[config.mk]
export PLATFORM = sky130hd
export DESIGN_NAME = ls_execute
export DESIGN_NICKNAME = d
export VERILOG_FILES = /design/src/ls_pkg.sv /design/src/ls_execute.sv
export VERILOG_INCLUDE_DIRS = /design/src
export SDC_FILE = /design/constraint.sdc
export NUM_CORES = 1
export LEC_CHECK = 0
export ABC_AREA = 0
export BUFFER_PORTS_ARGS = -buffer_cell sky130_fd_sc_hd__buf_2
export CAP_MARGIN = 10
export CORE_MARGIN = 4
export CORE_UTILIZATION = 47
export CTS_CLUSTER_DIAMETER = 120
export CTS_CLUSTER_SIZE = 14
export DETAILED_ROUTE_END_ITERATION = 8
export PLACE_DENSITY = 0.88
export SYNTH_ARGS = -nofsm -noshare
export SYNTH_HDL_FRONTEND = slang
export SYNTH_SLANG_ARGS = --single-unit
[constraint.sdc]
create_clock -name clk -period 4.9 [get_ports clk]
set_clock_uncertainty 0.1 [all_clocks]
set_input_delay 0.98 -clock clk [delete_from_list [all_inputs] [get_ports clk]]
set_output_delay 0.98 -clock clk [all_outputs]
set_load 0.01 [all_outputs]
[src/ls_defs.svh]
/*
 * Load/store unit shared parameters
 * Data width, id width, data memory depth and exception encodings
 */

`ifndef LS_DEFS_SVH
`define LS_DEFS_SVH

// Data and address width
`define LS_XLEN 32

// Instruction id carried through to writeback
`define LS_ID_W 4

// Data memory depth in words, upper address bits wrap
`define LS_MEM_WORDS 256

// Exception code width and RISC-V mcause values
`define LS_EXC_W 4
`define LS_EXC_ILLEGAL_INST 2
`define LS_EXC_LOAD_MISALIGNED 4
`define LS_EXC_STORE_MISALIGNED 6

`endif
[src/ls_pkg.sv]
/*
 * Load/store unit types
 * Opcode, exception code and handshake state enums
 */

`include "ls_defs.svh"

package ls_pkg;

    ////////////////////////////////////////
    // Decoded operation
    typedef enum logic [3:0] {
        LS_LB,
        LS_LH,
        LS_LW,
        LS_LBU,
        LS_LHU,
        LS_SB,
        LS_SH,
        LS_SW,
        LS_ILLEGAL
    } ls_op_t;

    ////////////////////////////////////////
    // Exception causes reported by the unit
    typedef enum logic [`LS_EXC_W-1:0] {
        EXC_ILLEGAL_INST     = `LS_EXC_W'(`LS_EXC_ILLEGAL_INST),
        EXC_LOAD_MISALIGNED  = `LS_EXC_W'(`LS_EXC_LOAD_MISALIGNED),
        EXC_STORE_MISALIGNED = `LS_EXC_W'(`LS_EXC_STORE_MISALIGNED)
    } exc_code_t;

    ////////////////////////////////////////
    // Four-phase request acceptance
    typedef enum logic {
        HS_IDLE,
        HS_ACK
    } hs_state_t;

endpackage

[src/ls_execute.sv]
/*
 * Load/store execute stage
 * Forms the address, checks alignment, drives the data memory
 * and registers the attributes needed to finish the access
 */

`timescale 1ns/1ns
`include "ls_defs.svh"

module ls_execute (
    input  logic                 clk,
    input  logic                 rst,
    input  logic                 dec_valid,
    input  ls_pkg::ls_op_t       dec_op,
    input  logic [`LS_XLEN-1:0]  dec_base,
    input  logic [11:0]          dec_offset,
    input  logic [`LS_XLEN-1:0]  dec_store_data,
    input  logic [`LS_ID_W-1:0]  dec_id,
    input  logic [31:0]          dec_instr,
    output logic                 mem_we,
    output logic                 mem_re,
    output logic [3:0]           mem_be,
    output logic [`LS_XLEN-1:0]  mem_addr,
    output logic [`LS_XLEN-1:0]  mem_wdata,
    output logic                 ex_valid,
    output ls_pkg::ls_op_t       ex_op,
    output logic [1:0]           ex_byte_addr,
    output logic [`LS_ID_W-1:0]  ex_id,
    output logic                 ex_exc,
    output ls_pkg::exc_code_t    ex_exc_code,
    output logic [`LS_XLEN-1:0]  ex_tval
);
    import ls_pkg::*;

    logic [`LS_XLEN-1:0] addr;
    logic                is_load;
    logic                is_store;
    logic                illegal;
    logic                misaligned;
    logic                exc;
    logic [3:0]          be;
    exc_code_t           exc_code;

    ////////////////////////////////////////
    // Address and alignment
    assign addr = dec_base + {{(`LS_XLEN-12){dec_offset[11]}}, dec_offset};

    assign is_load = dec_op inside {LS_LB, LS_LH, LS_LW, LS_LBU, LS_LHU};
    assign is_store = dec_op inside {LS_SB, LS_SH, LS_SW};
    assign illegal = (dec_op == LS_ILLEGAL);

    always_comb begin
        case (dec_op)
            LS_LH, LS_LHU, LS_SH: misaligned = addr[0];
            LS_LW, LS_SW:         misaligned = |addr[1:0];
            default:              misaligned = 1'b0;
        endcase
    end

    assign exc = illegal || misaligned;

    ////////////////////////////////////////
    // Byte enables and store lanes
    always_comb begin
        case (dec_op)
            LS_SB: begin
                be = 4'b0001 << addr[1:0];
                mem_wdata = {4{dec_store_data[7:0]}};
            end
            LS_SH: begin
                be = addr[1] ? 4'b1100 : 4'b0011;
                mem_wdata = {2{dec_store_data[15:0]}};
            end
            default: begin
                be = 4'b1111;
                mem_wdata = dec_store_data;
            end
        endcase
    end

    // No access at all when the instruction faults
    assign mem_re = dec_valid && is_load && !exc;
    assign mem_we = dec_valid && is_store && !exc;
    assign mem_be = mem_we ? be : 4'b0000;
    assign mem_addr = addr;

    always_comb begin
        if (illegal)
            exc_code = EXC_ILLEGAL_INST;
        else if (is_load)
            exc_code = EXC_LOAD_MISALIGNED;
        else
            exc_code = EXC_STORE_MISALIGNED;
    end

    ////////////////////////////////////////
    // Attributes for the result stage
    always_ff @(posedge clk) begin
        if (rst)
            ex_valid <= 1'b0;
        else
            ex_valid <= dec_valid;
    end

    always_ff @(posedge clk) begin
        ex_op <= dec_op;
        ex_byte_addr <= addr[1:0];
        ex_id <= dec_id;
        ex_exc <= exc;
        ex_exc_code <= exc_code;
        ex_tval <= illegal ? dec_instr : addr;
    end

endmodule

==> out/metrics.yaml <==
rsz0062_at_grt: "no"
final_area_mm2: 0.00501
hold_path.class: "in2reg"
endpoint: "mem_addr[24]"
async_reset_ff_share_pct: 0
core_area_mm2: 0.00769
hpwl_um: 10100
area_growth_syn_to_layout_pct: 35.9
final.setup.tns_ns: 0
worst_hold_slack_ns: 0.674
netlist_area_mm2: 0.00368
clk_pin_slew_worst_paths_ns: 0.09
rows: 32
drt-total-wl_um: 12300
synth_area_per_cell_um2: 8.08
die_y_um: 96.5
cts_root_buf: "clkbuf_8"
h-tree-depth: 2
cts_tree: "built"
grt_pass1_wl_um: 18100
period_share_pct: 95.1
irDropWorstVdd_mv: 0.161
die_w_um: 96.5
wire_per_inst_um: 15.8
ys_ff_latch: 46
path_max_fanout: 21
postCtsSetupRepairBufs: 0
yosys_warnings: 0
hold_viol: 0
track_usage_pct: 24.3
powerDensity_mw_per_mm2: 278
max-cap-violations: 0
cp.arrival_ns: 3.58
synth_ff_type: "dfxtp_1"
placed_cell_area_mm2: 0.00489
start_util_pct: 47.9
num_vias: 4227
cts_buffer_depth: 2
cts_sinks: 46
synth.distinct_cells: 63
grt_pass1_vias: 3949
ctsResizeCount: 0
antenna_found_initial: 1
drc: 0
antenna_left: 0
drtIter0Drc: 141
grt_max_degree: 32
firstDrtPassIters: 4
syn-instance-count: 456
cp.required_ns: 3.82
worstSetupEndpointType: "primary output"
postCtsHoldBufs: 0
nets: 829
io_pins: 237
fmax_mhz: 215
grt_overflow: 0
routed_via_density: 5.41
synth_edf_count: 0
n_antenna_cell: 0
post-route-min-period_ns: 4.66
report.final.slew_viol_count: 0
port_buffers: 234
p_leak_nw: 2.60
die-area_mm2: 0.00932
setup.worst_path.class: "in2out"
drive_above_1_share_pct: 43.2
slew_headroom_pct: 19.5
p_total_mw: 1.39
ys_seq_area_share_pct: 25.0
cp-start-kind: "input pin"
setup_viol: 0
crit_path_start: "dec_offset[11]"
status: "finished clean"
tightestPinTransition_ns: 1.20
place_congestion: 0.899
numCtsBuffers: 5
==> cell type report <==
type | instances | area [um2]
clock buffers | 5 | 68.8
clock inverters | 3 | 45.0
fillers | 666 | 2680
inverters | 13 | 48.8
multi-input cells | 373 | 2590
flip-flops and latches | 46 | 921
well taps | 102 | 128
repair buffers | 239 | 1210
==> cells by family (layout without fill, tap and decap cells) <==
kind of cell             Yosys count  in the layout  synth area share, %
XOR/XNOR                          26             26                 6.18
buffers and inverters             38            260                 5.16
other                              1              2                0.102
AND/OR/NAND/NOR                  169            169                 21.1
multiplexers                      29             29                 8.90
AO/OA/AOI/OAI                    114            114                 22.3
adder cells (fa/ha/maj)           33             33                 11.3
flip-flops                        46             46                 25.0
==> state kept, by name (all words and copies together), names as in the netlist <==
| register | count |
|---|---|
| ex_op | 4 |
| ex_id | 4 |
| ex_valid | 1 |
| ex_exc | 1 |
| ex_byte_addr | 2 |
| ex_tval | 32 |
| ex_exc_code | 2 |
==> per-stage QoR <==
| step | instances | util, % | setup WS [ns] |
|---|---|---|---|
| 2_1_floorplan | 457 | - | 0.819 |
| 5_1_grt | 781 | 65.1 | 0.127 |
| 6_report | 781 | 65.1 | 0.240 |
| 4_1_cts | 781 | 65.1 | 0.257 |
| 3_3_place_gp | 773 | 63.6 | 0.319 |
| 3_5_place_dp | 773 | 63.6 | 0.272 |
==> worst min-delay path by stage <==
stage	startpoint	endpoint	cells past startpoint	slack, ns
final	dec_id[3]	ex_id[3]	1	0.67
after global routing	dec_id[1]	ex_id[1]	1	0.66
after CTS	dec_id[3]	ex_id[3]	1	0.66
after detailed placement	dec_id[3]	ex_id[3]	1	0.99
after global placement	dec_id[1]	ex_id[1]	1	0.99
after floorplan	dec_id[0]	ex_id[0]	0	0.91
==> critical path: stages <==
cell and delay [ns]:
buf_2 0.26, ha_1 0.50, nand4_1 0.17, nor4_1 0.32, a32oi_2 0.19, a311oi_2 0.39
o21ai_0 0.17, mux2i_1 0.16, or2_2 0.30, buf_2 0.14
==> placed cells by master, fill, tap and decap left out, types with 4 or more instances in the layout <==
cell / count
dfxtp_1: 46
buf_4: 5
and4_1: 4
a21oi_1: 34
nand2_1: 85
o211ai_1: 4
inv_1: 13
nor2_1: 30
nand2b_1: 6
a21o_1: 12
o21bai_1: 7
a22oi_1: 8
nand4_1: 6
buf_2: 234
nand3_1: 11
ha_1: 31
a31oi_1: 5
o31ai_1: 6
and2_1: 7
o21ai_0: 11
xnor2_1: 15
clkbuf_8: 5
mux2_2: 26
xor2_1: 11
==> per-layer routing <==
metal | GRT usage [%] | share of wire (%) | wire length [um]
met1 | 30.4 | 41 | 5040
met2 | 41.1 | 48 | 5930
met3 | 6.20 | 8.9 | 1100
met4 | 7.24 | 1.7 | 212
met5 | 0 | 0.098 | 12
==> cells in the mapped netlist (all sizes together) (3+ instances only) <==
master / n / area (um2)
a21o: 13 / 98.9
a21oi: 36 / 188
a22oi: 8 / 60.1
a31oi: 7 / 65.1
and2: 8 / 51.3
and3: 3 / 18.8
and4: 4 / 35.0
buf: 14 / 98.8
clkbuf: 11 / 42.5
dfxtp: 46 / 921
ha: 31 / 388
inv: 13 / 48.8
mux2: 27 / 308
nand2: 86 / 325
nand2b: 6 / 37.5
nand3: 11 / 55.1
nand4: 6 / 37.5
nor2: 30 / 113
nor2b: 3 / 18.8
nor3: 4 / 25.0
o211ai: 4 / 30.0
o21ai: 12 / 60.1
o21bai: 7 / 52.6
o31ai: 7 / 57.6
xnor2: 15 / 131
xor2: 11 / 96.3
==> power breakdown <==
group	internal, mW	leakage, nW	total [mW]	switching, mW
Sequential	0.439	0.388	0.453	0.0137
Clock	0.152	0.0504	0.292	0.140
Combinational	0.282	2.16	0.648	0.367
Note: power is estimated with default switching activity, not from simulation.
