==> config.mk <==
export PLATFORM = sky130hd
export DESIGN_NAME = ls_result
export DESIGN_NICKNAME = d
export VERILOG_FILES = /design/src/ls_pkg.sv /design/src/ls_result.sv
export VERILOG_INCLUDE_DIRS = /design/src
export SDC_FILE = /design/constraint.sdc
export NUM_CORES = 1
export LEC_CHECK = 0
export BUFFER_PORTS_ARGS = -buffer_cell sky130_fd_sc_hd__buf_2
export CAP_MARGIN = 20
export CORE_MARGIN = 2
export CORE_UTILIZATION = 40
export CTS_CLUSTER_SIZE = 16
export DETAILED_ROUTE_END_ITERATION = 12
export GPL_TIMING_DRIVEN = 1
export PLACE_DENSITY_LB_ADDON = 0.15
export SKIP_LAST_GASP = 1
export SLEW_MARGIN = 20
export SYNTH_ARGS = -nofsm -noshare
export SYNTH_HDL_FRONTEND = slang
export SYNTH_SLANG_ARGS = --single-unit
==> constraint.sdc <==
create_clock -name clk -period 3.89 [get_ports clk]
set_input_delay 0.778 -clock clk [delete_from_list [all_inputs] [get_ports clk]]
set_output_delay 0.778 -clock clk [all_outputs]
set_load 0.02 [all_outputs]
==> src/ls_defs.svh <==
/*
 * Load/store unit shared parameters
 * Data width, id width, data memory depth and exception encodings
 */

`ifndef LS_DEFS_SVH
`define LS_DEFS_SVH

// Data and address width
`define LS_XLEN 32

// Instruction id carried through to writeback
`define LS_ID_W 4

// Data memory depth in words, upper address bits wrap
`define LS_MEM_WORDS 256

// Exception code width and RISC-V mcause values
`define LS_EXC_W 4
`define LS_EXC_ILLEGAL_INST 2
`define LS_EXC_LOAD_MISALIGNED 4
`define LS_EXC_STORE_MISALIGNED 6

`endif
==> src/ls_pkg.sv <==
/*
 * Load/store unit types
 * Opcode, exception code and handshake state enums
 */

`include "ls_defs.svh"

package ls_pkg;

    ////////////////////////////////////////
    // Decoded operation
    typedef enum logic [3:0] {
        LS_LB,
        LS_LH,
        LS_LW,
        LS_LBU,
        LS_LHU,
        LS_SB,
        LS_SH,
        LS_SW,
        LS_ILLEGAL
    } ls_op_t;

    ////////////////////////////////////////
    // Exception causes reported by the unit
    typedef enum logic [`LS_EXC_W-1:0] {
        EXC_ILLEGAL_INST     = `LS_EXC_W'(`LS_EXC_ILLEGAL_INST),
        EXC_LOAD_MISALIGNED  = `LS_EXC_W'(`LS_EXC_LOAD_MISALIGNED),
        EXC_STORE_MISALIGNED = `LS_EXC_W'(`LS_EXC_STORE_MISALIGNED)
    } exc_code_t;

    ////////////////////////////////////////
    // Four-phase request acceptance
    typedef enum logic {
        HS_IDLE,
        HS_ACK
    } hs_state_t;

endpackage

==> src/ls_result.sv <==
/*
 * Load/store result stage
 * Aligns and extends load data, then reports a writeback
 * or an exception for one cycle
 */

`timescale 1ns/1ns
`include "ls_defs.svh"

module ls_result (
    input  logic                 clk,
    input  logic                 rst,
    input  logic                 ex_valid,
    input  ls_pkg::ls_op_t       ex_op,
    input  logic [1:0]           ex_byte_addr,
    input  logic [`LS_ID_W-1:0]  ex_id,
    input  logic                 ex_exc,
    input  ls_pkg::exc_code_t    ex_exc_code,
    input  logic [`LS_XLEN-1:0]  ex_tval,
    input  logic [`LS_XLEN-1:0]  mem_rdata,
    output logic                 wb_done,
    output logic [`LS_ID_W-1:0]  wb_id,
    output logic [`LS_XLEN-1:0]  wb_data,
    output logic                 exc_valid,
    output ls_pkg::exc_code_t    exc_code,
    output logic [`LS_XLEN-1:0]  exc_tval,
    output logic [`LS_ID_W-1:0]  exc_id
);
    import ls_pkg::*;

    logic [7:0]          byte_sel;
    logic [15:0]         half_sel;
    logic [`LS_XLEN-1:0] load_data;
    logic                is_load;

    ////////////////////////////////////////
    // Lane select, alignment already checked
    assign byte_sel = mem_rdata[ex_byte_addr*8 +: 8];
    assign half_sel = ex_byte_addr[1] ? mem_rdata[31:16] : mem_rdata[15:0];

    always_comb begin
        case (ex_op)
            LS_LB:   load_data = {{24{byte_sel[7]}}, byte_sel};
            LS_LBU:  load_data = {24'd0, byte_sel};
            LS_LH:   load_data = {{16{half_sel[15]}}, half_sel};
            LS_LHU:  load_data = {16'd0, half_sel};
            default: load_data = mem_rdata;
        endcase
    end

    assign is_load = ex_op inside {LS_LB, LS_LH, LS_LW, LS_LBU, LS_LHU};

    ////////////////////////////////////////
    // Output registers
    always_ff @(posedge clk) begin
        if (rst) begin
            wb_done <= 1'b0;
            exc_valid <= 1'b0;
        end else begin
            wb_done <= ex_valid && is_load && !ex_exc;
            exc_valid <= ex_valid && ex_exc;
        end
    end

    always_ff @(posedge clk) begin
        wb_id <= ex_id;
        wb_data <= load_data;
        exc_code <= ex_exc_code;
        exc_tval <= ex_tval;
        exc_id <= ex_id;
    end

endmodule

==> results.yml, run 1 <==
yosys:
  yosysSeqAreaShare_pct: 60.6
  ys_ff_latch: 74
  synth_common_cells: "dfxtp_1, o21ai_0, mux2i_1"
  synth_area_um2: 2450
  synth_area_leaders: "dfxtp_1, mux2i_1, o21ai_0"
  ys.flop_type: "dfxtp_1"
  synth_edf_count: 0
  synth_top_area_share_pct: 60.6
  synth.distinct_cells: 29
  yosysTopAreaCell: "dfxtp_1"
  synthCells: 206
  synth.avg_cell_area_um2: 11.9
  async_flop_share_pct: 0
  yosysWarnings: 0
  syn-num-nets: 288
  yosysMostFrequentCell: "dfxtp_1"
timing:
  fin_crit_sh_pct: 58.2
  slew-limit-headroom_pct: 30.4
  fin_crit_ps: 2260
  grt_setup_unrepaired: "no"
  fmax_mhz: 442
  tightest_slew_ps: 1040
  finalMaxSlewViolations: 0
  setup_tns_ps: 0
  setup_viol: 0
  hold_violations: 0
route:
  firstDrtPassIters: 4
  drtIter0Drc: 96
  vias: 2192
  totalWireLength_mm: 6.56
  drc: 0
  detail-route-antenna-nets: 0
  via_per_inst: 5.04
  wire_per_inst_um: 15.1
finish:
  fillers: 555
  fin_util_pct: 58.7
  diodes: 0
  drive_gt1_share_pct: 53.1
  fin_nets: 437
  syn2layout_area_growth_pct: 42.0
critical_path:
  critPathTopFamily: "simple AND/OR/NAND/NOR gates"
  critPathMaxStageDelay_ps: 880
  arrival_ps: 2520
  worst_setup_path_end_kind: "register"
  start_kind: "input pin"
  criticalPathCategory: "in2reg"
  critPathBufInv: 1
  crit_slowest_cell: "or4_1"
  crit_chain: "buf_2, mux2i_1, or4_1, o211ai_1"
  critical_path_required_ps: 4150
  cp_max_fo: 18
clocking:
  cts_buffer_depth: 2
  ctsResizeCount: 0
  cts_tree: "yes"
  cts_hold_buf: 0
  clk_pin_slew_ps: 90
  cts.sinks: 74
  numCtsBuffers: 9
  htree_levels: 3
  postCtsSetupBuffers: 0
  root_buffer: "clkbuf_8"
place:
  hpwlAfterDp_mm: 4.78
  routabilityCongestion: 0.759
  numPortBuffers: 159
floorplanning:
  row_count: 28
  fp.coreArea_um2: 5920
  io_pins: 160
  fp.dieH_um: 82.2
  die_w_um: 82.2
  design.die.area_um2: 6760
  start_util_pct: 41.3
power_and_ir_drop:
  powerDensity_nw_per_um2: 524
  peakVddDrop_v: 0.000300
  power.leakage_nw: 1.67
grt:
  globalRouteOverflowTotal: 0
  grt_max_degree: 34
  antenna_found_initial: 0
  grt_pass1_vias: 2000
  track_usage_pct: 18.9
  grt_pass1_wl_mm: 9.50
job:
  cap_violations: 0
min_path:
  hold_path.class: "in2reg"
outcome:
  outcome: "complete, no violations"
-- metrics by stage --
| step | power, mW | instances | cell area, um2 | hold slack [ps] | worst slack, ps |
|---|---|---|---|---|---|
| 5_1_grt | 1.90 | 435 | 3470 | 510 | 1540 |
| 3_3_place_gp | 1.12 | 419 | 3230 | 880 | 1350 |
| 3_5_place_dp | 1.12 | 419 | 3230 | 882 | 1320 |
| 6_report | 1.82 | 435 | 3470 | 527 | 1630 |
| 2_1_floorplan | 1.00 | 206 | 2450 | 806 | 1980 |
| 4_1_cts | 1.84 | 435 | 3470 | 510 | 1660 |
-- worst paths after layout --
kind                        start  cells past startpoint          end  slack, ps
setup / recovery  ex_byte_addr[1]                      4  wb_data[27]       1630
hold / removal         ex_tval[8]                      1  exc_tval[8]        530
-- final cells by class --
cell class                 instances  area [um2]  share of cell area [%]
clock buffer                       9         124                    3.57
clock inverter                     7         124                    3.57
inverter                           3        11.3                   0.324
multi-input combinational        107         836                    24.1
sequential                        74        1480                    42.7
tap                               75        93.8                    2.70
timing repair buffer             160         803                    23.1
-- cells in the final DEF, fill, tap and decap left out --
cell type / instances
a21o_1: 2
o211ai_2: 10
inv_1: 3
o311ai_0: 5
nand2b_1: 3
inv_6: 2
dfxtp_1: 74
nor3_1: 1
xnor2_1: 2
nor3b_1: 2
o21ai_0: 32
clkbuf_8: 9
nor2_1: 1
or3_1: 1
or4_1: 1
o221ai_1: 9
nand3b_1: 7
mux2i_1: 16
buf_4: 1
o311ai_1: 2
a2111oi_0: 1
clkinv_4: 1
bufinv_16: 3
mux2_2: 2
buf_2: 159
or2_2: 1
nor2b_2: 1
a21oi_1: 1
clkinvlp_4: 1
o211ai_1: 6
a22oi_2: 1
-- routing by layer --
| metal | track usage (%) | up-vias | wire length, um |
|---|---|---|---|
| li1 | - | 1058 | - |
| met1 | 21.6 | 1032 | 2610 |
| met2 | 32.4 | 94 | 3300 |
| met3 | 5.43 | 8 | 542 |
| met4 | 9.00 | 0 | 105 |
| met5 | 0 | - | 0 |
-- state kept, by name (all words and copies together) (netlist names) --
signal	flops
exc_tval	32
wb_data	32
exc_code	4
exc_id	4
exc_valid	1
wb_done	1
-- logic make-up after synthesis --
family	Yosys count	synth area share (%)
AOI/OAI and AO/OA	69	20.9
xor gates and xnor gates	2	0.716
buffers and inverters	25	5.37
DFF	74	60.6
muxes	18	7.47
and+or+nand+nor	18	4.96
-- report_power, final --
group	switching [mW]	internal, mW	total (mW)
registers	0.0134	0.812	0.826
logic	0.168	0.104	0.272
clock network	0.289	0.431	0.721
(Power assumes the default switching activity.)
==> inputs of run 2 (changes only) <==
clock period = 2.3 ns   (was 3.89 ns; I/O delays follow)
==> results.yml, run 2 (synthesis results as in run 1) <==
timing:
  fmax_mhz: 640
  setup_tns_ps: 0
  setup_viol: 0
  fin_crit_sh_pct: 68.0
  hold_violations: 0
  grt_setup_unrepaired: "no"
  slew-limit-headroom_pct: 47.5
  fin_ws_ps: 737
  fin_crit_ps: 1560
  finalMaxSlewViolations: 0
  tightest_slew_ps: 788
  whs_ps: 209
route:
  vias: 2174
  drtIter0Drc: 121
  totalWireLength_mm: 6.71
  via_per_inst: 4.94
  detail-route-antenna-nets: 0
  firstDrtPassIters: 4
  wire_per_inst_um: 15.3
  drc: 0
finish:
  fillers: 529
  final_cell_mix: "buf_2, dfxtp_1, o21ai_0, mux2i_1, clkbuf_8"
  drive_gt1_share_pct: 53.7
  layout_commonest_cell: "buf_2"
  reg.largest.list: "exc_tval (32), wb_data (32)"
  final-seq-area_um2: 1480
  diodes: 0
  final_cell_area_um2: 3450
  fin_util_pct: 58.3
  fin_cells: 440
  fin_nets: 442
  syn2layout_area_growth_pct: 41.1
  multi_input_area_um2: 836
place:
  routabilityCongestion: 0.842
  numPortBuffers: 159
  pre_cts_ws_ps: 414
  hpwlAfterDp_mm: 4.85
  dpl-instance-area_um2: 3260
  placed_cells: 424
grt:
  grt_pass1_vias: 2070
  grt_max_degree: 33
  grt_use_met3_pct: 6.74
  grt_pass1_wl_mm: 10.0
  top_usage_layer: "met2"
  globalRouteOverflowTotal: 0
  track_usage_pct: 20.2
  met2_usage_pct: 35.6
  antenna_found_initial: 0
  grt_util_met1_pct: 22.2
critical_path:
  worst_setup_path_end_kind: "register"
  criticalPathCategory: "in2reg"
  critical_path_required_ps: 2560
  arrival_ps: 1830
  critPathTopFamily: "simple AND/OR/NAND/NOR gates"
  cp_max_fo: 16
  worst-path-stages: 4
  start_kind: "input pin"
  critPathMaxStageDelay_ps: 860
  crit_slowest_cell: "or4_1"
  crit_chain: "buf_2, mux2i_1, or4_1, o211ai_1"
  critPathBufInv: 1
clocking:
  postCtsSetupBuffers: 0
  cts_hold_buf: 0
  root_buffer: "clkbuf_8"
  htree_levels: 3
  cts_buffer_depth: 2
  ctsResizeCount: 0
  cts_tree: "yes"
  numCtsBuffers: 9
  clk_pin_slew_ps: 80
  cts.sinks: 74
power_and_ir_drop:
  power.leakage_nw: 1.67
  power_switching_mw: 0.786
  power_mw: 2.79
  peakVddDrop_v: 0.000438
  powerDensity_nw_per_um2: 810
  cell_internal_pwr_mw: 2.01
  seqPwrFrac_pct: 49.9
  combPwrFrac_pct: 16.8
  clkPwrFrac_pct: 33.3
  swShare_pct: 28.1
floorplanning:
  fp.dieH_um: 82.2
  start_util_pct: 41.3
  fp.coreArea_um2: 5920
  die_w_um: 82.2
  design.die.area_um2: 6760
  row_count: 28
  io_pins: 160
min_path:
  holdPathStages: 1
  hold_path.class: "in2reg"
job:
  cap_violations: 0
outcome:
  outcome: "complete, no violations"
==> run 2: power by group through the flow <==
stage          combinational, mW  sequential, mW  clock (mW)
6_report                   0.470            1.39       0.930
5_1_grt                    0.512            1.40        1.01
4_1_cts                    0.475            1.40       0.965
3_5_place_dp               0.473            1.43           0
3_3_place_gp               0.467            1.43           0
2_1_floorplan              0.148            1.55           0
==> run 2: final cells by class <==
cell class / count / area share (%)
well taps: 75 / 2.72
clock inverters: 5 / 1.09
repair buffers: 165 / 24.4
flip-flops and latches: 74 / 42.9
multi-input cells: 107 / 24.2
clock buffers: 11 / 4.39
inverters: 3 / 0.326
==> run 2: metal layers <==
layer / share of wire, % / vias to the layer above
li1: - / 1063
met4: 1.4 / 0
met3: 10 / 9
met2: 50 / 111
met1: 38 / 991
met5: 0 / -
==> run 2: worst paths after layout <==
path / start / endpoint / slack, ps
max: ex_byte_addr[1] / wb_data[27] / 740
min: ex_tval[28] / exc_tval[28] / 210
