## src/ls_defs.svh

```systemverilog
/*
 * Load/store unit shared parameters
 * Data width, id width, data memory depth and exception encodings
 */

`ifndef LS_DEFS_SVH
`define LS_DEFS_SVH

// Data and address width
`define LS_XLEN 32

// Instruction id carried through to writeback
`define LS_ID_W 4

// Data memory depth in words, upper address bits wrap
`define LS_MEM_WORDS 256

// Exception code width and RISC-V mcause values
`define LS_EXC_W 4
`define LS_EXC_ILLEGAL_INST 2
`define LS_EXC_LOAD_MISALIGNED 4
`define LS_EXC_STORE_MISALIGNED 6

`endif
```

## src/ls_pkg.sv

```systemverilog
/*
 * Load/store unit types
 * Opcode, exception code and handshake state enums
 */

`include "ls_defs.svh"

package ls_pkg;

    ////////////////////////////////////////
    // Decoded operation
    typedef enum logic [3:0] {
        LS_LB,
        LS_LH,
        LS_LW,
        LS_LBU,
        LS_LHU,
        LS_SB,
        LS_SH,
        LS_SW,
        LS_ILLEGAL
    } ls_op_t;

    ////////////////////////////////////////
    // Exception causes reported by the unit
    typedef enum logic [`LS_EXC_W-1:0] {
        EXC_ILLEGAL_INST     = `LS_EXC_W'(`LS_EXC_ILLEGAL_INST),
        EXC_LOAD_MISALIGNED  = `LS_EXC_W'(`LS_EXC_LOAD_MISALIGNED),
        EXC_STORE_MISALIGNED = `LS_EXC_W'(`LS_EXC_STORE_MISALIGNED)
    } exc_code_t;

    ////////////////////////////////////////
    // Four-phase request acceptance
    typedef enum logic {
        HS_IDLE,
        HS_ACK
    } hs_state_t;

endpackage

```

## src/ls_decode.sv

```systemverilog
/*
 * Load/store decode stage
 * Accepts one instruction per four-phase req/ack cycle and
 * registers the decoded operation, offset and operands
 */

`timescale 1ns/1ns
`include "ls_defs.svh"

module ls_decode (
    input  logic                 clk,
    input  logic                 rst,
    input  logic                 req,
    input  logic [31:0]          instr,
    input  logic [`LS_XLEN-1:0]  rs1_data,
    input  logic [`LS_XLEN-1:0]  rs2_data,
    input  logic [`LS_ID_W-1:0]  id,
    output logic                 ack,
    output logic                 dec_valid,
    output ls_pkg::ls_op_t       dec_op,
    output logic [`LS_XLEN-1:0]  dec_base,
    output logic [11:0]          dec_offset,
    output logic [`LS_XLEN-1:0]  dec_store_data,
    output logic [`LS_ID_W-1:0]  dec_id,
    output logic [31:0]          dec_instr
);
    import ls_pkg::*;

    localparam logic [6:0] OPC_LOAD  = 7'b0000011;
    localparam logic [6:0] OPC_STORE = 7'b0100011;

    hs_state_t   state;
    logic        accept;
    ls_op_t      op;
    logic [11:0] offset;

    ////////////////////////////////////////
    // Handshake
    assign accept = (state == HS_IDLE) && req;
    assign ack = (state == HS_ACK);

    always_ff @(posedge clk) begin
        if (rst) begin
            state <= HS_IDLE;
            dec_valid <= 1'b0;
        end else begin
            dec_valid <= accept;
            if (accept)
                state <= HS_ACK;
            else if (state == HS_ACK && !req)
                state <= HS_IDLE;
        end
    end

    ////////////////////////////////////////
    // Opcode and fn3 to operation
    always_comb begin
        op = LS_ILLEGAL;
        if (instr[6:0] == OPC_LOAD) begin
            case (instr[14:12])
                3'b000: op = LS_LB;
                3'b001: op = LS_LH;
                3'b010: op = LS_LW;
                3'b100: op = LS_LBU;
                3'b101: op = LS_LHU;
                default: op = LS_ILLEGAL;
            endcase
        end else if (instr[6:0] == OPC_STORE) begin
            case (instr[14:12])
                3'b000: op = LS_SB;
                3'b001: op = LS_SH;
                3'b010: op = LS_SW;
                default: op = LS_ILLEGAL;
            endcase
        end
    end

    // S-type splits the immediate around rd
    assign offset = instr[5] ? {instr[31:25], instr[11:7]} : instr[31:20];

    // Issue slot
    always_ff @(posedge clk) begin
        if (accept) begin
            dec_op <= op;
            dec_base <= rs1_data;
            dec_offset <= offset;
            dec_store_data <= rs2_data;
            dec_id <= id;
            dec_instr <= instr;
        end
    end

endmodule

```

## config.mk

```make
export PLATFORM = sky130hd
export DESIGN_NAME = ls_decode
export DESIGN_NICKNAME = d
export VERILOG_FILES = /design/src/ls_pkg.sv /design/src/ls_decode.sv
export VERILOG_INCLUDE_DIRS = /design/src
export SDC_FILE = /design/constraint.sdc
export NUM_CORES = 1
export LEC_CHECK = 0
export ABC_AREA = 1
export BUFFER_PORTS_ARGS = -buffer_cell sky130_fd_sc_hd__buf_4
export CAP_MARGIN = 20
export CELL_PAD_IN_SITES_DETAIL_PLACEMENT = 0
export CELL_PAD_IN_SITES_GLOBAL_PLACEMENT = 1
export CORE_MARGIN = 2
export CORE_UTILIZATION = 31
export DETAILED_ROUTE_END_ITERATION = 12
export PLACE_DENSITY = 0.81
export SLEW_MARGIN = 20
export SYNTH_ARGS = -nofsm -noshare
export SYNTH_HDL_FRONTEND = slang
export SYNTH_SLANG_ARGS = --single-unit
```

## constraint.sdc

```tcl
create_clock -name clk -period 4.3 [get_ports clk]
set_input_delay 0.215 -clock clk [delete_from_list [all_inputs] [get_ports clk]]
set_output_delay 0.215 -clock clk [all_outputs]
set_load 0.005 [all_outputs]
```

==> results.json, run 1 <==
{
  "clk_path_buf_depth": 2,
  "drc": 0,
  "switching_share": 0.207,
  "status": "completed",
  "synth_largest_area_cell": "edfxtp_1",
  "grt_max_degree": 84,
  "highest_layer": "met4",
  "syn_inst": 183,
  "num_antenna_cells": 0,
  "tritoncts": "built",
  "avgSynthCellArea_sq_um": 20.1,
  "fmax_mhz": 517,
  "post-cts-setup-buffer-count": 0,
  "synthToLayoutAreaGrowth_pct": 57.4,
  "grtUsageTotal": 0.132,
  "p_comb_frac": 0.127,
  "cp.arrival_ps": 1950,
  "synth_warnings": 0,
  "first_iter_violations": 208,
  "synth_top_area_share": 0.891,
  "syn_area_sq_um": 3670,
  "place_area_sq_um": 5460,
  "std_cell_rows": 39,
  "max-vdd-ir-drop_v": 0.000228,
  "crit_type": "flop to flop",
  "fillCellCount": 980,
  "grt_pass1_vias": 2369,
  "synthesis.nets": 287,
  "clk_pin_slew_worst_paths_ps": 70,
  "seq_area_sq_um": 3310,
  "nets": 512,
  "slew-limit-headroom": 0.718,
  "async_flop_share": 0,
  "cts.repair.resized": 0,
  "clock_skew_ps": 5.52,
  "core_sq_um": 11500,
  "power_density_nw_per_um2": 427,
  "rr_endpoint": "dec_offset[11]$_DFFE_PP_",
  "io_buffers": 220,
  "p_int_w": 0.00196,
  "end_kind": "flop",
  "synthTopCellsByArea": "edfxtp_1 (89%), nand2_1 (3.3%), buf_4 (1.4%), dfxtp_1 (1.1%), inv_1 (0.92%)",
  "grt.overflow.total": 0,
  "hold_viol_final": 0,
  "initial_utilization": 0.320,
  "finalCritPeriodShare": 0.450,
  "worstHoldPathType": "input port to flop",
  "clock_latency_ps": 340,
  "finalWeightedCongestion": 0.768,
  "synth-seq-cells": 111,
  "fin_area_sq_um": 5780,
  "r2r-start": "ack$_SDFFE_PP0P_",
  "routed_wl_um": 8490,
  "crit_required_ps": 4310,
  "holdPathEnd": "dec_valid$_SDFF_PP0_",
  "synth_flop_cell": "edfxtp_1",
  "slew_violations": 0,
  "die_area_sq_um": 12700,
  "dr.pass1.iters": 5,
  "dp_hpwl_um": 6450,
  "grt_pass1_wl_um": 12500,
  "ys_seq_area_frac": 0.902,
  "startpoint_type": "flop",
  "period_needed_ps": 1930,
  "ff2ff_path_depth": 4,
  "dr_wl_met3_um": 909,
  "rsz0062_at_grt": "no",
  "rrSetupSlack_ps": 2370,
  "num_vias": 2361,
  "synth_cell_type_count": 18,
  "min_from": "rst",
  "die_w_um": 113,
  "hold_depth": 2,
  "holdWs_ps": 32.5,
  "wl_per_cell_um": 15.3,
  "synth_common_cells": "edfxtp_1 (109), nand2_1 (32), inv_1 (9), buf_4 (7), nor2_1 (6)",
  "via_per_inst": 4.25,
  "setup_viol": 0,
  "ctsHtreeMaxLevel": 3,
  "synth_edf_count": 109,
  "power_frac_seq": 0.541,
  "ios": 221,
  "synth.most_common_cell": "edfxtp_1",
  "m1WireLength_um": 3080,
  "pwr-share-clk": 0.332,
  "drive_gt1_frac": 0.591,
  "pre_cts_ws_ps": 2120,
  "power.switching_w": 0.000511,
  "setup_ws_ps": 2370,
  "cts_hold_buf": 0,
  "clock-sinks": 111,
  "met2WireLength_um": 4300,
  "clock_tree.root_cell": "clkbuf_16",
  "p_leak_nw": 2.46,
  "die_h_um": 113,
  "tns_ps": 0,
  "cp_max_fo": 55,
  "postRouteAntennaNets": 0,
  "tightest_slew_ps": 422,
  "cts_buffers": 9,
  "multi_input_area_sq_um": 263,
  "antenna_found_initial": 0,
  "drv_cap": 0,
  "crit_start": "ack$_SDFFE_PP0P_"
}
## through the flow
step            util  cells  total power (W)
6_report       0.504    556          0.00247
3_3_place_gp   0.476    539          0.00167
4_1_cts        0.502    555          0.00250
2_1_floorplan      -    183          0.00144
5_1_grt        0.504    556          0.00257
3_5_place_dp   0.476    539          0.00168
## logic make-up after synthesis
kind of cell               synth area share
buffers and inverters                0.0296
AOI/OAI and AO/OA                   0.00477
adders and majority gates           0.00341
DFF                                   0.902
and+or+nand+nor                      0.0600
## routing by layer
layer	track usage	vias up
met4	0.0683	0
met5	0	-
met2	0.221	130
met3	0.0568	13
met1	0.142	1109
li1	-	1109
## worst max-delay path, cell delays in order, from the launching register on
cell and delay (ps):
dfxtp_1 320, inv_1 100, ha_4 420, buf_16 300, buf_4 400
## flip-flops by register name, indices dropped and copies added, names as in the netlist
register        count
dec_valid           1
dec_offset         12
dec_op              4
dec_id              4
dec_base           32
dec_store_data     32
ack                 1
dec_instr          25
## cell usage in the layout (no fill, tap or decap), drive strengths merged
master / instances
nand3: 5
nand2: 34
dfxtp: 2
nor2: 10
inv: 10
nor3: 1
edfxtp: 109
a21oi: 1
buf: 222
ha: 1
a211oi: 1
bufinv: 1
clkbuf: 13
o21ai: 1
clkinvlp: 2
## cell type report
type,count,share of cell area
clock inverter,3,0.00779
clock buffer,13,0.0433
sequential,111,0.573
tap,143,0.0309
inverter,10,0.00779
timing repair buffer,222,0.292
multi-input combinational,54,0.0454
## power groups by stage
stage | clock [W] | sequential [W] | combinational (W)
finish | 0.000820 | 0.00134 | 0.000314
global route | 0.000885 | 0.00134 | 0.000340
CTS | 0.000848 | 0.00134 | 0.000313
detailed placement | 0 | 0.00136 | 0.000314
global placement | 0 | 0.00136 | 0.000309
floorplan | 0 | 0.00138 | 0.0000636
## how the worst max path moves through the flow
stage / cells past startpoint / slack [ps] / to
CTS: 3 / 2120 / dec_base[24]$_DFFE_PP_
floorplan: 2 / 840 / dec_base[0]$_DFFE_PP_
global placement: 3 / 2200 / dec_base[19]$_DFFE_PP_
finish: 4 / 2370 / dec_offset[11]$_DFFE_PP_
global route: 4 / 2240 / dec_base[19]$_DFFE_PP_
detailed placement: 3 / 2120 / dec_id[0]$_DFFE_PP_
Note: power is estimated with default switching activity, not from simulation.
==> inputs of run 2 (changes only) <==
- clock period: 4.3 -> 1.8 ns (I/O delays scaled with it)
==> run 2 against run 1 <==
Clock power increased by 120%. Hold slack gained 38 ps. Clock-buffer cell count shrank 3. Core utilization increased by 8.7 points. Sequential share of layout area fell by 8.4 points. Cell count up 18%. Largest cell class unchanged. Highest routed layer unchanged.
==> results.json, run 2 (synthesis gave the netlist of run 1 again) <==
{
  "dp_hpwl_um": 6470,
  "cts_buffers": 9,
  "std_cell_rows": 39,
  "startpoint_type": "flop",
  "crit_type": "flop to flop",
  "postRouteAntennaNets": 0,
  "cp.arrival_ps": 1330,
  "max-vdd-ir-drop_v": 0.000610,
  "fmax_mhz": 765,
  "grt.overflow.total": 0,
  "die_area_sq_um": 12700,
  "slew_violations": 0,
  "crit_path_top_delay_cell": "dfxtp_1",
  "met3_usage": 0.0536,
  "clk_path_buf_depth": 2,
  "num_vias": 2771,
  "clock_skew_ps": 5.23,
  "worstHoldPathType": "input port to flop",
  "synthToLayoutAreaGrowth_pct": 84.6,
  "clock_latency_ps": 340,
  "holdPathEnd": "dec_instr[5]$_DFFE_PP_",
  "ios": 221,
  "grtUsageTotal": 0.153,
  "finalCritPeriodShare": 0.726,
  "finalWeightedCongestion": 0.722,
  "grt_pass1_wl_um": 14700,
  "grt_pass1_vias": 2891,
  "via_per_inst": 4.21,
  "holdWs_ps": 70.7,
  "place_area_sq_um": 5510,
  "use_met2": 0.279,
  "initial_utilization": 0.320,
  "clock-sinks": 111,
  "die_w_um": 113,
  "grt_max_degree": 40,
  "clock_tree.root_cell": "clkbuf_16",
  "period_needed_ps": 1310,
  "hold_viol_final": 0,
  "cts.repair.resized": 0,
  "routed_wl_um": 9720,
  "tightest_slew_ps": 245,
  "grt_busiest_layer": "met2",
  "tritoncts": "built",
  "hold_depth": 1,
  "antenna_found_initial": 1,
  "tns_ps": 0,
  "min_from": "instr[5]",
  "fin_area_sq_um": 6780,
  "setup_ws_ps": 493,
  "wl_per_cell_um": 14.8,
  "r2r-start": "ack$_SDFFE_PP0P_",
  "rr_endpoint": "dec_instr[1]$_DFFE_PP_",
  "ctsHtreeMaxLevel": 3,
  "crit_required_ps": 1830,
  "core_sq_um": 11500,
  "end_kind": "flop",
  "rrSetupSlack_ps": 490,
  "dr.pass1.iters": 4,
  "drive_gt1_frac": 0.475,
  "setup_viol": 0,
  "ff2ff_path_depth": 3,
  "pre_cts_ws_ps": 508,
  "top_regs": "dec_base x32, dec_store_data x32, dec_instr x25",
  "cp_max_fo": 39,
  "mostFrequentLayoutCell": "buf_4",
  "fin_util": 0.591,
  "p_leak_nw": 2.88,
  "clk_pin_slew_worst_paths_ps": 70,
  "status": "completed",
  "rsz0062_at_grt": "no",
  "post-cts-setup-buffer-count": 0,
  "final_cell_mix": "buf_4 (220), edfxtp_1 (109), dlygate4sd3_1 (100)",
  "io_buffers": 220,
  "nets": 613,
  "critPathMaxStageDelay_ps": 310,
  "crit_chain": "inv_1, ha_4, buf_12",
  "drv_cap": 0,
  "power_density_nw_per_um2": 873,
  "met1_usage": 0.160,
  "first_iter_violations": 143,
  "drc": 0,
  "die_h_um": 113,
  "slew-limit-headroom": 0.836
}
## run 2: cell types whose count changed in the layout (fill, tap and decap cells not counted), moves of 2 or more
cell and delta:
dlygate4sd3_1 +100, clkbuf_1 -2, buf_12 +3, clkinv_1 +3
## run 2: cell type report
type | count | area [sq um]
Clock buffer | 10 | 229
Tap cell | 143 | 179
Timing Repair Buffer | 323 | 2710
Sequential cell | 111 | 3310
Multi-Input combinational cell | 54 | 263
Antenna cell | 1 | 2.50
Fill cell | 846 | 4690
Clock inverter | 6 | 36.3
Inverter | 10 | 45.0
## run 2: stage by stage
step	total power [W]	std cells
after global placement	0.00401	541
after floorplan	0.00344	183
after detailed placement	0.00403	541
after CTS	0.00599	657
final	0.00592	658
after global routing	0.00618	658
## run 2: how the worst max path moves through the flow
| stage | from | end | slack (ps) |
|---|---|---|---|
| global placement | ack$_SDFFE_PP0P_ | dec_instr[2]$_DFFE_PP_ | 530 |
| CTS | ack$_SDFFE_PP0P_ | ack$_SDFFE_PP0P_ | 490 |
| floorplan | ack$_SDFFE_PP0P_ | dec_base[0]$_DFFE_PP_ | 140 |
| detailed placement | ack$_SDFFE_PP0P_ | dec_instr[21]$_DFFE_PP_ | 510 |
| global route | ack$_SDFFE_PP0P_ | ack$_SDFFE_PP0P_ | 370 |
| finish | ack$_SDFFE_PP0P_ | dec_instr[1]$_DFFE_PP_ | 490 |
## run 2: power by group
part	total [W]	switching, W	internal, W
Sequential	0.00319	0.0000676	0.00312
Combinational	0.000952	0.000360	0.000592
Clock	0.00177	0.000840	0.000932
## run 2: per-layer routing
| metal | share of wire | up-vias | routed length [um] |
|---|---|---|---|
| met4 | 0.022 | 0 | 213 |
| met2 | 0.54 | 132 | 5250 |
| met3 | 0.090 | 17 | 872 |
| li1 | - | 1316 | - |
| met5 | 0 | - | 0 |
| met1 | 0.35 | 1306 | 3380 |
## run 2: worst max-delay path, delay by kind of cell (launching register included)
kind | cells | cell delay (ps)
buf+inv | 2 | 350
flops | 1 | 310
fa+ha+maj | 1 | 300
## run 2: repair_timing
action                                 CTS  global route
endpoints found under the hold margin  101             0
hold buffers                           100             0
setup endpoints to repair                0             0
==> inputs of run 3 (changes only) <==
- ABC_AREA: 1 -> 0
- CORE_UTILIZATION: 31 -> 30
- PLACE_DENSITY: 0.81 -> 0.82
- clock period: 1.8 -> 1.15 ns (I/O delays scaled with it)
==> run 3 against run 2 <==
The flow now finishes with violations (negative setup slack). Sequential share of layout area up 0.55 points. Clock skew decreased by 2.8 ps. Combinational power up 37%. Register-to-register slack worse by 500 ps. Die area is 0.80% higher. Routed wire length increased by 0.27%. Design area is 1.1% lower. Clock-buffer cell count unchanged. Synthesized area decreased by 2.4%. Synthesized cell count fell by 20%. Cell count shrank 5.9%. Critical path depth unchanged. Critical endpoint is now dec_base[30]$_DFFE_PP_.
==> results.json, run 3 <==
{
  "status": "finished, violations left",
  "violations": "negative setup slack",
  "num_vias": 2602,
  "end_kind": "flop",
  "die_w_um": 113,
  "p_comb_frac": 0.147,
  "slew-limit-headroom": 0.849,
  "cp.arrival_ps": 1190,
  "synth_flop_cell": "edfxtp_1",
  "mostFrequentLayoutCell": "buf_4",
  "async_flop_share": 0,
  "num_antenna_cells": 0,
  "synth_top_area_share": 0.913,
  "syn_inst": 146,
  "clk_path_buf_depth": 2,
  "fmax_mhz": 863,
  "post-cts-setup-buffer-count": 0,
  "pwr-share-clk": 0.301,
  "finalWeightedCongestion": 0.742,
  "top_regs": "dec_base x32, dec_store_data x32, dec_instr x25",
  "synth_common_cells": "edfxtp_1 (109), buf_4 (7), mux2_2 (5), a21oi_1 (4), nor2_1 (4)",
  "dp_hpwl_um": 6630,
  "setup_viol": 48,
  "hold_depth": 1,
  "startpoint_type": "flop",
  "die_area_sq_um": 12800,
  "nets": 579,
  "routed_wl_um": 9740,
  "antenna_found_initial": 0,
  "ios": 221,
  "synth.most_common_cell": "edfxtp_1",
  "synth-seq-cells": 111,
  "ff2ff_path_depth": 3,
  "clock_tree.root_cell": "clkbuf_16",
  "die_h_um": 113,
  "power_frac_seq": 0.552,
  "tritoncts": "built",
  "drive_gt1_frac": 0.523,
  "first_iter_violations": 124,
  "initial_utilization": 0.311,
  "cp_max_fo": 37,
  "rsz0062_at_grt": "yes",
  "std_cell_rows": 39,
  "power_density_nw_per_um2": 1320,
  "finalCritPeriodShare": 1.01,
  "core_sq_um": 11500,
  "slew_violations": 0,
  "period_needed_ps": 1160,
  "max-vdd-ir-drop_v": 0.000642,
  "postRouteAntennaNets": 0,
  "synthToLayoutAreaGrowth_pct": 87.2,
  "hold_viol_final": 0,
  "avgSynthCellArea_sq_um": 24.5,
  "crit_required_ps": 1180,
  "clock-sinks": 111,
  "synth_cell_type_count": 20,
  "clock_latency_ps": 330,
  "ys_seq_area_frac": 0.925,
  "power.switching_w": 0.00179,
  "worstHoldPathType": "input port to flop",
  "synth_warnings": 0,
  "final_cell_mix": "buf_4 (222), edfxtp_1 (109), dlygate4sd3_1 (99)",
  "drc": 0,
  "place_area_sq_um": 5450,
  "synthTopCellsByArea": "edfxtp_1 (91%), mux2_2 (1.6%), buf_4 (1.5%), dfxtp_1 (1.1%), a21oi_1 (0.56%)",
  "multi_input_area_sq_um": 228,
  "cts_buffers": 9,
  "crit_type": "flop to flop",
  "holdWs_ps": 32.6,
  "wl_per_cell_um": 15.7,
  "grt_pass1_wl_um": 14400,
  "ctsHtreeMaxLevel": 3,
  "synth_edf_count": 109,
  "via_per_inst": 4.20,
  "clk_pin_slew_worst_paths_ps": 60,
  "syn_area_sq_um": 3580,
  "layout.cells.non_filler": 619,
  "post-place-cells": 507,
  "fillCellCount": 877,
  "p_leak_nw": 2.79,
  "dr.pass1.iters": 4,
  "seq_area_sq_um": 3310,
  "grt.overflow.total": 0,
  "io_buffers": 220,
  "drv_cap": 0,
  "fin_area_sq_um": 6710,
  "setup_ws_ps": -8.37,
  "switching_share": 0.202,
  "grtUsageTotal": 0.149,
  "synthesis.nets": 250,
  "p_int_w": 0.00705,
  "tightest_slew_ps": 225,
  "clock_skew_ps": 2.42,
  "synth_largest_area_cell": "edfxtp_1",
  "grt_max_degree": 38,
  "grt_pass1_vias": 2754
}
## run 3: cell count changes after synthesis, sizes merged, moves of 2 or more
cell / previous run / this run
a21oi: 1 / 4
inv: 10 / 1
mux2: 0 / 5
nand2: 34 / 1
nand3: 5 / 2
nand3b: 0 / 2
nor2: 10 / 4
## run 3: what timing repair did
action,4_1_cts,5_1_grt
endpoints found under the hold margin,101,0
endpoints found under the setup margin,68,86
pin swaps,0,2
resized for setup,0,4
hold buffers,100,0
## run 3: kinds of logic after synthesis
family                     count (synthesis)  synth area share
AOI/OAI and AO/OA                          6           0.00978
xor gates and xnor gates                   1           0.00244
and+or+nand+nor                           12            0.0223
muxes                                      6            0.0185
adders and majority gates                  1           0.00349
DFF                                      111             0.925
buffers and inverters                      9            0.0189
## run 3: worst paths after layout
path | startpoint | end | slack, ps
min | instr[5] | dec_instr[5]$_DFFE_PP_ | 30
min reg2reg | ack$_SDFFE_PP0P_ | ack$_SDFFE_PP0P_ | 520
max | ack$_SDFFE_PP0P_ | dec_base[30]$_DFFE_PP_ | -8
max reg2reg | ack$_SDFFE_PP0P_ | dec_base[30]$_DFFE_PP_ | -8
## run 3: power by group through the flow
stage	Sequential [W]	Combinational [W]	Clock (W)
2_1_floorplan	0.00500	0.000181	0
3_3_place_gp	0.00495	0.00100	0
3_5_place_dp	0.00496	0.00102	0
4_1_cts	0.00487	0.00131	0.00278
5_1_grt	0.00490	0.00139	0.00293
6_report	0.00487	0.00130	0.00266
## run 3: area by class of cell
class	count	share of cell area
timing repair buffer	326	0.409
clock inverter	2	0.00187
clock buffer	10	0.0341
tap	143	0.0267
sequential	111	0.494
multi-input combinational	26	0.0339
inverter	1	0.000560
## run 3: worst max-delay path, stage by stage (launching register included)
cell	delay [ps]
dfxtp_2	330
inv_2	70
ha_4	210
buf_12	230
## run 3: routing by layer
layer | vias to the layer above | wire length (um) | GRT usage
met3 | 24 | 644 | 0.0364
met1 | 1228 | 3540 | 0.155
li1 | 1223 | - | -
met4 | 0 | 303 | 0.0821
met5 | - | 0 | 0
met2 | 127 | 5250 | 0.276
## run 3: metrics by stage
step | total power (W) | TNS (ps) | utilization | setup slack (ps)
global placement | 0.00595 | 0 | 0.473 | 26.8
global route | 0.00921 | -2770 | 0.582 | -43.0
detailed placement | 0.00598 | 0 | 0.473 | 2.27
floorplan | 0.00518 | -53530 | - | -484
CTS | 0.00896 | -477 | 0.581 | -11.6
finish | 0.00883 | -231 | 0.582 | -8.37
